`src/dsp_pkg.sv`:
```
package dsp_pkg;

   // ====================
   // Multiply modes
   // ====================

   // Full width or two packed lanes, unsigned or signed.
   typedef enum logic [1:0] {
      MODE_U16  = 2'd0,
      MODE_S16  = 2'd1,
      MODE_U8X2 = 2'd2,
      MODE_S8X2 = 2'd3
   } mode_t;

   // ====================
   // Booth recoding
   // ====================

   localparam int BOOTH_DIGIT_W = 3;  // Overlapping multiplier window.

   // Row select, zero when the window recodes to 0.
   typedef struct packed {
      logic one;  // Take the multiplicand.
      logic two;  // Take twice the multiplicand.
      logic neg;  // Negate the row.
   } booth_sel_t;

   localparam int LANE_SPLIT = 8;  // Lane cut in dual mode.

endpackage

```
`src/booth_recoder.sv`:
```
module booth_recoder
   import dsp_pkg::*;
#(
   parameter int DATA_W = 16
) (
   input  logic                          clk,
   input  logic                          arst_n,
   input  mode_t                         mode,
   input  logic [DATA_W-1:0]             a,
   input  logic [DATA_W-1:0]             b,
   output booth_sel_t [DATA_W/2-1:0]     sel,
   output logic [DATA_W/2-1:0][DATA_W:0] mcand,
   output logic [DATA_W-1:0]             corr_lo,
   output logic [DATA_W-1:0]             corr_hi,
   output mode_t                         mode_q
);

   localparam int ROWS    = DATA_W / 2;
   localparam int HALF    = LANE_SPLIT;
   localparam int CUT_ROW = HALF / 2;  // First row of the upper lane.

   logic [DATA_W-1:0] a_q;
   logic [DATA_W-1:0] b_q;
   logic              dual;
   logic              sgn;
   logic [DATA_W:0]   mc_full;
   logic [DATA_W:0]   mc_lo;
   logic [DATA_W:0]   mc_hi;

   // The lanes must meet in the middle of the operands.
   if (DATA_W != 2 * HALF) begin : g_split_chk
      $error("DATA_W must be twice LANE_SPLIT");
   end

   // ====================
   // Operand register
   // ====================

   always_ff @(posedge clk or negedge arst_n) begin
      if (!arst_n) begin
         mode_q <= MODE_U16;
         a_q    <= '0;
         b_q    <= '0;
      end else begin
         mode_q <= mode;
         a_q    <= a;
         b_q    <= b;
      end
   end

   assign dual = (mode_q == MODE_U8X2) || (mode_q == MODE_S8X2);
   assign sgn  = (mode_q == MODE_S16) || (mode_q == MODE_S8X2);

   // Multiplicand candidates, one bit wider than the operand.
   assign mc_full = {sgn & b_q[DATA_W-1], b_q};
   assign mc_lo   = {{(DATA_W+1-HALF){sgn & b_q[HALF-1]}}, b_q[HALF-1:0]};
   assign mc_hi   = {{(DATA_W+1-HALF){sgn & b_q[DATA_W-1]}}, b_q[DATA_W-1:HALF]};

   // ====================
   // Booth digits
   // ====================

   for (genvar k = 0; k < ROWS; k++) begin : g_row
      logic [BOOTH_DIGIT_W-1:0] win;

      assign win[2:1] = a_q[2*k+1 -: 2];

      if (k == 0) begin : g_first
         assign win[0] = 1'b0;
      end else if (k == CUT_ROW) begin : g_cut
         // Upper lane starts fresh in dual mode.
         assign win[0] = a_q[2*k-1] & ~dual;
      end else begin : g_mid
         assign win[0] = a_q[2*k-1];
      end

      assign sel[k].one = win[1] ^ win[0];
      assign sel[k].two = (win == 3'b011) || (win == 3'b100);
      assign sel[k].neg = win[2] & ~(win[1] & win[0]);

      if (k < CUT_ROW) begin : g_lo_mc
         assign mcand[k] = dual ? mc_lo : mc_full;
      end else begin : g_hi_mc
         assign mcand[k] = dual ? mc_hi : mc_full;
      end
   end

   // Unsigned fix-up. The top window reads the multiplier as signed.
   assign corr_lo = (dual && !sgn && a_q[HALF-1]) ? {{HALF{1'b0}}, b_q[HALF-1:0]} : '0;

   always_comb begin
      if (sgn || !a_q[DATA_W-1]) begin
         corr_hi = '0;
      end else if (dual) begin
         corr_hi = {{HALF{1'b0}}, b_q[DATA_W-1:HALF]};
      end else begin
         corr_hi = b_q;
      end
   end

   a_mode_known : assert property (
      @(posedge clk) disable iff (!arst_n) !$isunknown(mode_q)
   ) else $error("mode_q unknown out of reset");

endmodule

```
`src/booth_row.sv`:
```
module booth_row
   import dsp_pkg::*;
#(
   parameter int DATA_W = 16
) (
   input  booth_sel_t        sel,
   input  logic [DATA_W:0]   mcand,
   output logic [DATA_W+1:0] row
);

   logic [DATA_W+1:0] mag;

   // ====================
   // Row select
   // ====================

   // 0, 1x or 2x of the multiplicand.
   always_comb begin
      if (sel.two) begin
         mag = {mcand, 1'b0};
      end else if (sel.one) begin
         mag = {mcand[DATA_W], mcand};  // Keep the sign.
      end else begin
         mag = '0;
      end
   end

   // One's complement here; the +1 is added by the accumulator.
   assign row = sel.neg ? ~mag : mag;

   // The recoder never asks for both magnitudes at once.
   always_comb begin
      assert (!(sel.one && sel.two))
         else $error("booth_row: one and two both set");
   end

endmodule

```
`src/dsp_mul.sv`:
```
module dsp_mul
   import dsp_pkg::*;
#(
   parameter int DATA_W = 16
) (
   input  logic                clk,
   input  logic                arst_n,
   input  mode_t               mode,
   input  logic [DATA_W-1:0]   a,
   input  logic [DATA_W-1:0]   b,
   output logic [2*DATA_W-1:0] result
);

   localparam int ROWS = DATA_W / 2;

   booth_sel_t [ROWS-1:0]        sel;
   logic [ROWS-1:0][DATA_W:0]    mcand;
   logic [ROWS-1:0][DATA_W+1:0]  row;
   logic [DATA_W-1:0]            corr_lo;
   logic [DATA_W-1:0]            corr_hi;
   mode_t                        mode_q;

   // ====================
   // Stage 1, recode
   // ====================

   booth_recoder #(.DATA_W(DATA_W)) u_recoder (
      .clk     (clk),
      .arst_n  (arst_n),
      .mode    (mode),
      .a       (a),
      .b       (b),
      .sel     (sel),
      .mcand   (mcand),
      .corr_lo (corr_lo),
      .corr_hi (corr_hi),
      .mode_q  (mode_q)
   );

   for (genvar k = 0; k < ROWS; k++) begin : g_rows
      booth_row #(.DATA_W(DATA_W)) u_row (
         .sel   (sel[k]),
         .mcand (mcand[k]),
         .row   (row[k])
      );
   end

   // ====================
   // Stage 2, sum
   // ====================

   pp_accumulator #(.DATA_W(DATA_W)) u_acc (
      .clk     (clk),
      .arst_n  (arst_n),
      .mode_q  (mode_q),
      .sel     (sel),
      .row     (row),
      .corr_lo (corr_lo),
      .corr_hi (corr_hi),
      .result  (result)
   );

endmodule

```
`src/pp_accumulator.sv`:
```
module pp_accumulator
   import dsp_pkg::*;
#(
   parameter int DATA_W = 16
) (
   input  logic                            clk,
   input  logic                            arst_n,
   input  mode_t                           mode_q,
   input  booth_sel_t [DATA_W/2-1:0]       sel,
   input  logic [DATA_W/2-1:0][DATA_W+1:0] row,
   input  logic [DATA_W-1:0]               corr_lo,
   input  logic [DATA_W-1:0]               corr_hi,
   output logic [2*DATA_W-1:0]             result
);

   localparam int ROWS  = DATA_W / 2;
   localparam int HALF  = DATA_W / 2;
   localparam int ACC_W = 2 * DATA_W;

   logic                       dual;
   logic [ROWS-1:0][ACC_W-1:0] pp;
   logic [ACC_W-1:0]           lo_sum;
   logic [ACC_W-1:0]           hi_sum;
   logic [ACC_W-1:0]           full_sum;
   logic [DATA_W-1:0]          lo_lane;
   logic [DATA_W-1:0]          hi_lane;
   logic [ACC_W-1:0]           next_result;

   assign dual = (mode_q == MODE_U8X2) || (mode_q == MODE_S8X2);

   // ====================
   // Row completion
   // ====================

   // Sign-extend and finish the two's complement.
   for (genvar k = 0; k < ROWS; k++) begin : g_pp
      assign pp[k] = {{(ACC_W-DATA_W-2){row[k][DATA_W+1]}}, row[k]}
                     + ACC_W'(sel[k].neg);
   end

   // ====================
   // Lane sums
   // ====================

   always_comb begin
      lo_sum = ACC_W'(corr_lo) << HALF;
      hi_sum = ACC_W'(corr_hi) << (dual ? HALF : DATA_W);

      for (int k = 0; k < ROWS / 2; k++) begin
         lo_sum = lo_sum + (pp[k] << (2 * k));
      end

      // Upper lane drops to weight zero in dual mode.
      for (int k = ROWS / 2; k < ROWS; k++) begin
         hi_sum = hi_sum + (pp[k] << (dual ? 2 * k - HALF : 2 * k));
      end
   end

   assign full_sum = lo_sum + hi_sum;
   assign lo_lane  = lo_sum[DATA_W-1:0];  // Carries out of a lane are dropped.
   assign hi_lane  = hi_sum[DATA_W-1:0];

   assign next_result = dual ? {hi_lane, lo_lane} : full_sum;

   // ====================
   // Result register
   // ====================

   always_ff @(posedge clk or negedge arst_n) begin
      if (!arst_n) begin
         result <= '0;
      end else begin
         result <= next_result;
      end
   end

   // Operand registers come out of reset at zero.
   a_idle_after_reset : assert property (
      @(posedge clk) $rose(arst_n) |=> (result == '0)
   ) else $error("result not zero after reset release");

endmodule

```
`config.mk`:
```
export PLATFORM = sky130hd
export DESIGN_NAME = dsp_mul
export DESIGN_NICKNAME = d
export VERILOG_FILES = /design/src/dsp_pkg.sv /design/src/booth_recoder.sv /design/src/booth_row.sv /design/src/dsp_mul.sv /design/src/pp_accumulator.sv
export SDC_FILE = /design/constraint.sdc
export NUM_CORES = 1
export LEC_CHECK = 0
export ABC_AREA = 1
export BUFFER_PORTS_ARGS = -buffer_cell sky130_fd_sc_hd__buf_2
export CAP_MARGIN = 30
export CORE_MARGIN = 2
export CORE_UTILIZATION = 40
export CTS_CLUSTER_SIZE = 28
export DETAILED_ROUTE_END_ITERATION = 8
export GPL_ROUTABILITY_DRIVEN = 0
export HOLD_SLACK_MARGIN = 0.1
export SETUP_SLACK_MARGIN = 0.5
export SYNTH_ARGS = -nofsm -noshare
export SYNTH_HDL_FRONTEND = slang
export SYNTH_SLANG_ARGS = --single-unit
```
`constraint.sdc`:
```
create_clock -name clk -period 11.4 [get_ports clk]
set_input_delay 1.71 -clock clk [delete_from_list [all_inputs] [get_ports clk]]
set_output_delay 1.71 -clock clk [all_outputs]
set_load 0.03 [all_outputs]
```
======== Word level (Yosys, flattened, before mapping) ========
Cells that the tools add are included.
cells by class
  mux-type cells .......................... 35
  reduce and logical (&&, ||, !) cells .... 14
  shift operators ......................... 5
  equal/unequal tests ..................... 18
  $add $sub $neg .......................... 17
  bitwise logic cells ..................... 40
operator list
  operator                                        number
  two-way mux 18 bit                              24
  adder 32 bit                                    8
  adder 18 x 2 -> 19 bit                          8
  inverter 18 bit                                 8
  << shifter 32 x 32 -> 32 bit                    4
  two-way mux 16 bit                              3
  adder 16 x 32 -> 32 bit                         1
  two-way mux 32 bit                              1
  << shifter 16 x 32 -> 32 bit                    1
  == test 3 x 2 -> 1 bit (second input constant)  7
  == test 3 bit (second input constant)           7
  bitwise AND 1 bit                               17
  two-way mux 17 bit                              1
  two-way mux 4 bit                               4
  logical OR 1 bit                                10
  two-way mux 8 bit                               1
  inverter 1 bit                                  8
  bitwise XOR 1 bit                               7
  == test 2 bit (second input constant)           3
  two-way mux 5 bit                               1
  == test 2 x 1 -> 1 bit (second input constant)  1
  logical AND 1 bit                               2
  zero test 1 bit                                 2
storage, ports and cells
  word-level logic and storage cells ...... 133
  output and inout port bits .............. 32
  register bits ........................... 66
  bits of input ports ..................... 36

======== Longest topological paths before layout ========
  depth in word-level cells ............... 17
  depth in mapped cells ................... 47
  mapped depth without buffers ............ 45

======== Cells and area by module ========
Synthesis repeated with hierarchy kept, for this count alone.
unflattened totals
  cells, all modules ...................... 3248
  area total of the unflattened synthesis .. 20582.2 um^2
modules (own cells, without submodules)
  module          area each (um^2)  cells each  seq. area each (um^2)  times used
  pp_accumulator  13330.3           1973        800.8                  1
  booth_row       588.1             119         0.0                    8
  booth_recoder   2547.4            323         850.8                  1

======== Least setup slack after synthesis ========
Ideal clock, no wire load.
  path type ............................... register to register
  start point ............................. register u_recoder.a_q[1]
  end point ............................... register u_acc.result[31]
  stages on the path, launching flop included .. 40
  buffers on the path ..................... 1
  arrival ................................. 7257 ps
  library setup time ...................... 117 ps
  period minus slack after synthesis ...... 7375 ps
  path slack .............................. 4025 ps
  cell sequence ........................... dfrtp_1 inv_1 clkbuf_1 ha_1 or2_1 nand2_2 nand2_1 o22ai_1 xor2_1 inv_1 ha_1 nand2_1 nor3_1 nand3b_1 xnor2_1 fa_1 fa_1 fa_1 (+4 left out) a21oi_1 o21ai_0 a21boi_0 o21a_1 o21ai_0 a31oi_1 nor3_1 nor2_1 xor2_1 ha_1 nand2_1 nor3_1 a221oi_1 nand2_1 a21oi_1 nand3_1 nand3_1 nand2_1
between the ends
  longest elaborated chain between the ends .. 11
RTL lines
  element                                                                   line                                        source
  from (decl)                                                               booth_recoder.sv:22                         logic [DATA_W-1:0] a_q;
  from (signal assigned)                                                    booth_recoder.sv:42                         a_q <= '0;
  from (signal assigned)                                                    booth_recoder.sv:46                         a_q <= a;
  == test 2 bit (tied with other cells)                                     booth_recoder.sv:78                         assign sel[k].two = (win == 3'b011) || (win == 3'b100);
  two-way mux 18 bit (tied with other cells)                                booth_row.sv:19                             if (sel.two) begin
  inverter 18 bit / two-way mux 18 bit (equally long branches)              booth_row.sv:29, booth_row.sv:19
  two-way mux 18 bit / inverter 18 bit (equally long branches)              booth_row.sv:29                             assign row = sel.neg ? ~mag : mag;
  adder 18 x 2 -> 19 bit / two-way mux 18 bit (equally long branches)       pp_accumulator.sv:38, booth_row.sv:29
  adder 16 x 32 -> 32 bit / adder 18 x 2 -> 19 bit (equally long branches)  pp_accumulator.sv:50, pp_accumulator.sv:38
  adder 32 bit (*) (3 in a row)                                             pp_accumulator.sv:50                        lo_sum = lo_sum + (pp[k] << (2 * k));
  adder 32 bit (*)                                                          pp_accumulator.sv:59                        assign full_sum = lo_sum + hi_sum;
  two-way mux 32 bit (*)                                                    pp_accumulator.sv:63                        assign next_result = dual ? {hi_lane, lo_lane} : full_sum;
  via u_acc.next_result[31]                                                 pp_accumulator.sv:27                        logic [ACC_W-1:0] next_result;
  to (signal assigned)                                                      pp_accumulator.sv:73                        result <= next_result;
  to (decl)                                                                 pp_accumulator.sv:13                        output logic [2*DATA_W-1:0] result
The timed path passes the listed nets; every way through them passes the cells marked *.

======== Worst setup path in the final report ========
  start point ............................. register u_recoder.a_q[1]
  end point ............................... register u_acc.result[26]
Same word-level chain as after synthesis.

==> parameters.txt <==
Parameter                              Value

Clock tree
  Number of buffers between clock root and the deepest sink ... 2
  Clock tree sinks ... 66
  Htree depth ... 3
  CTS clk-pin slew, worst paths ... 0.05 ns
  Clock root cell ... clkbuf_16
  Post-CTS Setup Inserts ... 0
  Total of cells resized after clock tree synthesis ... 0
  TritonCTS clock tree ... yes
  Source-to-sink clock delay at the later pin of the worst-skew pair ... 0.37 ns
  Number of buffers created by CTS ... 9
  Cts-stage hold buffer count ... 0

STA
  Max Clock Skew ... 0.006481 ns
  FMAX ... 0.1023 GHz
  Max_slew headroom ... 33.06%
  RSZ-0062 raised after global routing ... no
  Fin Setup TNS ... 0 ns
  Slew Viols, Final ... 0
  Final period demand of the worst path ... 9.773 ns
  Count of final hold-check violations ... 0
  Final Hold Slack ... 0.9804 ns
  Final setup fails ... 0
  Transition time of the tightest slew-check pin ... 1.004 ns
  Crit share post-route ... 85.73%

Cells and area
  Post-route design area ... 18320 µm²
  Layout net count ... 2952
  Fraction of final layout cells sized beyond drive strength 1 ... 6.410%
  Number of antenna cells inserted ... 0
  Count of fill cells added during filler insertion ... 4547
  Commonest non-fill, non-tap cell in the layout ... nand2_1
  Area overhead of the layout relative to synthesis ... 6.257%
  Leading cell types in the layout, fill and taps excluded ... 711 x nand2_1, 365 x inv_1, 190 x nand3_1, 185 x nor2_1, 177 x xor2_1

Placement
  I/O Buffers ... 67
  DP Area ... 18020 µm²
  Total half-perimeter wirelength after legalization and detailed placement ... 48890 µm

Worst setup path
  Slowest library cell on the worst path ... dfrtp_1
  Kind of cell adding the most delay to the critical path ... adder cells
  Critical Path Max Stage Delay ... 0.80 ns
  Required time worst endpoint ... 11.65 ns
  CP Max Fanout ... 23
  Worst setup path class ... flop to flop
  Crit end category ... flop
  Startpoint class of the critical path ... flop
  WP data arrival ... 10.03 ns
  Number of buffer and inverter instances along the worst setup path ... 4

Job
  Number of maximum-capacitance violations ... 0

Route
  Remaining number of nets flagged by the antenna check after routing ... 0
  Number of vias per cell ... 5.436
  DRC ... 0
  Final WL ... 57570 µm
  Initial DRC count ... 1787
  Routed wire length per instance ... 18.00 µm
  Via total after detailed routing ... 17390
  Count of TritonRoute iterations in the first routing pass ... 6

Synth
  Fraction of registers with async set/reset ... 100.0%
  Syn avg cell area ... 6.574 µm²
  Sequential cell area fraction in the yosys report ... 9.581%
  Unique cell type count in the Yosys netlist ... 59
  Number of cells produced by synthesis ... 2622
  Flip-flop and latch count after synthesis ... 66
  Most instantiated flip-flop cell in the synthesis netlist ... dfrtp_1
  Cell area after synthesis ... 17240 µm²
  Count of yosys warnings during synthesis ... 0
  Number of synthesized flops with an enable pin ... 0

Global routing
  Number of global-route vias before repair ... 16190
  Overflow left after global routing ... 0
  First-pass GRT wire length ... 89470 µm
  Pin count of the biggest net entering global routing ... 95
  Number of antenna violations at the first check in global routing ... 0
  Combined global-route utilization of all metal layers ... 25.84%

Floorplanning
  Count of pins on the block boundary ... 68
  Initial core utilization ... 40.28%
  Chip width ... 211.6 µm
  Area of the core ... 42790 µm²
  Total die area ... 44770 µm²
  DIE HEIGHT ... 211.6 µm
  Std-Cell Rows ... 76

Status
  Run status ... completed

Hold path
  Hold/Removal Path Class ... flop to flop
-- path summary, 6_finish.rpt --
| kind | startpoint | depth (start not counted) | slack (ns) | to |
|---|---|---|---|---|
| worst max register to register | u_recoder.a_q[1]$_DFF_PN0_ | 37 | 1.63 | u_acc.result[26]$_DFF_PN0_ |
| min in group asynchronous | arst_n | 1 | 1.13 | u_acc.result[16]$_DFF_PN0_ |
| worst max-delay path | u_recoder.a_q[1]$_DFF_PN0_ | 37 | 1.63 | u_acc.result[26]$_DFF_PN0_ |
| max in group asynchronous | arst_n | 2 | 9.68 | u_recoder.mode_q[1]$_DFF_PN0_ |
| worst min register to register | u_recoder.mode_q[1]$_DFF_PN0_ | 2 | 0.98 | u_acc.result[2]$_DFF_PN0_ |
| worst min-delay path | u_recoder.mode_q[1]$_DFF_PN0_ | 2 | 0.98 | u_acc.result[2]$_DFF_PN0_ |
-- registers in the layout, indices dropped and copies added (netlist names) --
name and cells:
u_acc.result 32, u_recoder.b_q 16, u_recoder.a_q 16, u_recoder.mode_q 2
-- through the flow --
stage | worst slack, ns | utilization [%] | instances
floorplan | 4.025 | - | 2628
global placement | 2.008 | 42.12 | 3181
detailed placement | 1.800 | 42.12 | 3181
CTS | 1.730 | 42.74 | 3197
global route | 0.7430 | 42.80 | 3198
finish | 1.627 | 42.80 | 3198
-- worst reg2reg max path, delay by kind of cell (launching register included) --
family	cells	cell delay, ns
AO/OA/AOI/OAI	11	2.52
adder cells (fa/ha/maj)	7	2.70
XOR/XNOR	3	0.67
buffers and inverters	4	0.61
flip-flops	1	0.80
AND/OR/NAND/NOR	12	2.34
-- cells by family (layout without fill, tap and decap cells) --
family / count (synthesis) / in the layout / synth area share [%]
simple gates: 1222 / 1222 / 30.39
fa+ha+maj: 269 / 269 / 25.10
mux: 1 / 1 / 0.06532
buf+inv: 451 / 475 / 10.15
xor+xnor: 245 / 245 / 12.45
compound gates: 366 / 366 / 12.22
other cells: 2 / 8 / 0.04357
flops: 66 / 66 / 9.581
-- per-layer routing --
layer / GRT usage [%] / routed length, µm
met5: 0 / 0
met3: 4.406 / 4857
met4: 12.12 / 2798
met1: 35.76 / 25590
met2: 39.14 / 24320
-- Yosys cell counts, types with 47 or more instances --
library cell | count | area [µm²]
nand3_1 | 190 | 950.9
nor2_1 | 185 | 694.4
nand2_1 | 711 | 2669
dfrtp_1 | 66 | 1652
a21oi_1 | 108 | 540.5
xor2_1 | 177 | 1550
xnor2_1 | 68 | 595.6
ha_1 | 141 | 1764
o21ai_0 | 127 | 635.6
inv_1 | 365 | 1370
o22ai_1 | 47 | 294.0
fa_1 | 128 | 2562
-- area by class of cell --
class                      instances  area [µm²]  share of cell area (%)
timing repair buffer              73       402.9                   2.200
clock inverter                     2       12.51                 0.06831
inverter                         386        1450                   7.917
multi-input combinational       2111       13860                   75.66
tap                              546       683.2                   3.730
clock buffer                      14       254.0                   1.387
sequential                        66        1655                   9.038
Power is left out: the tool's default activity adds up to more than one toggle a clock period on the data nets, which glitch-free logic cannot reach.
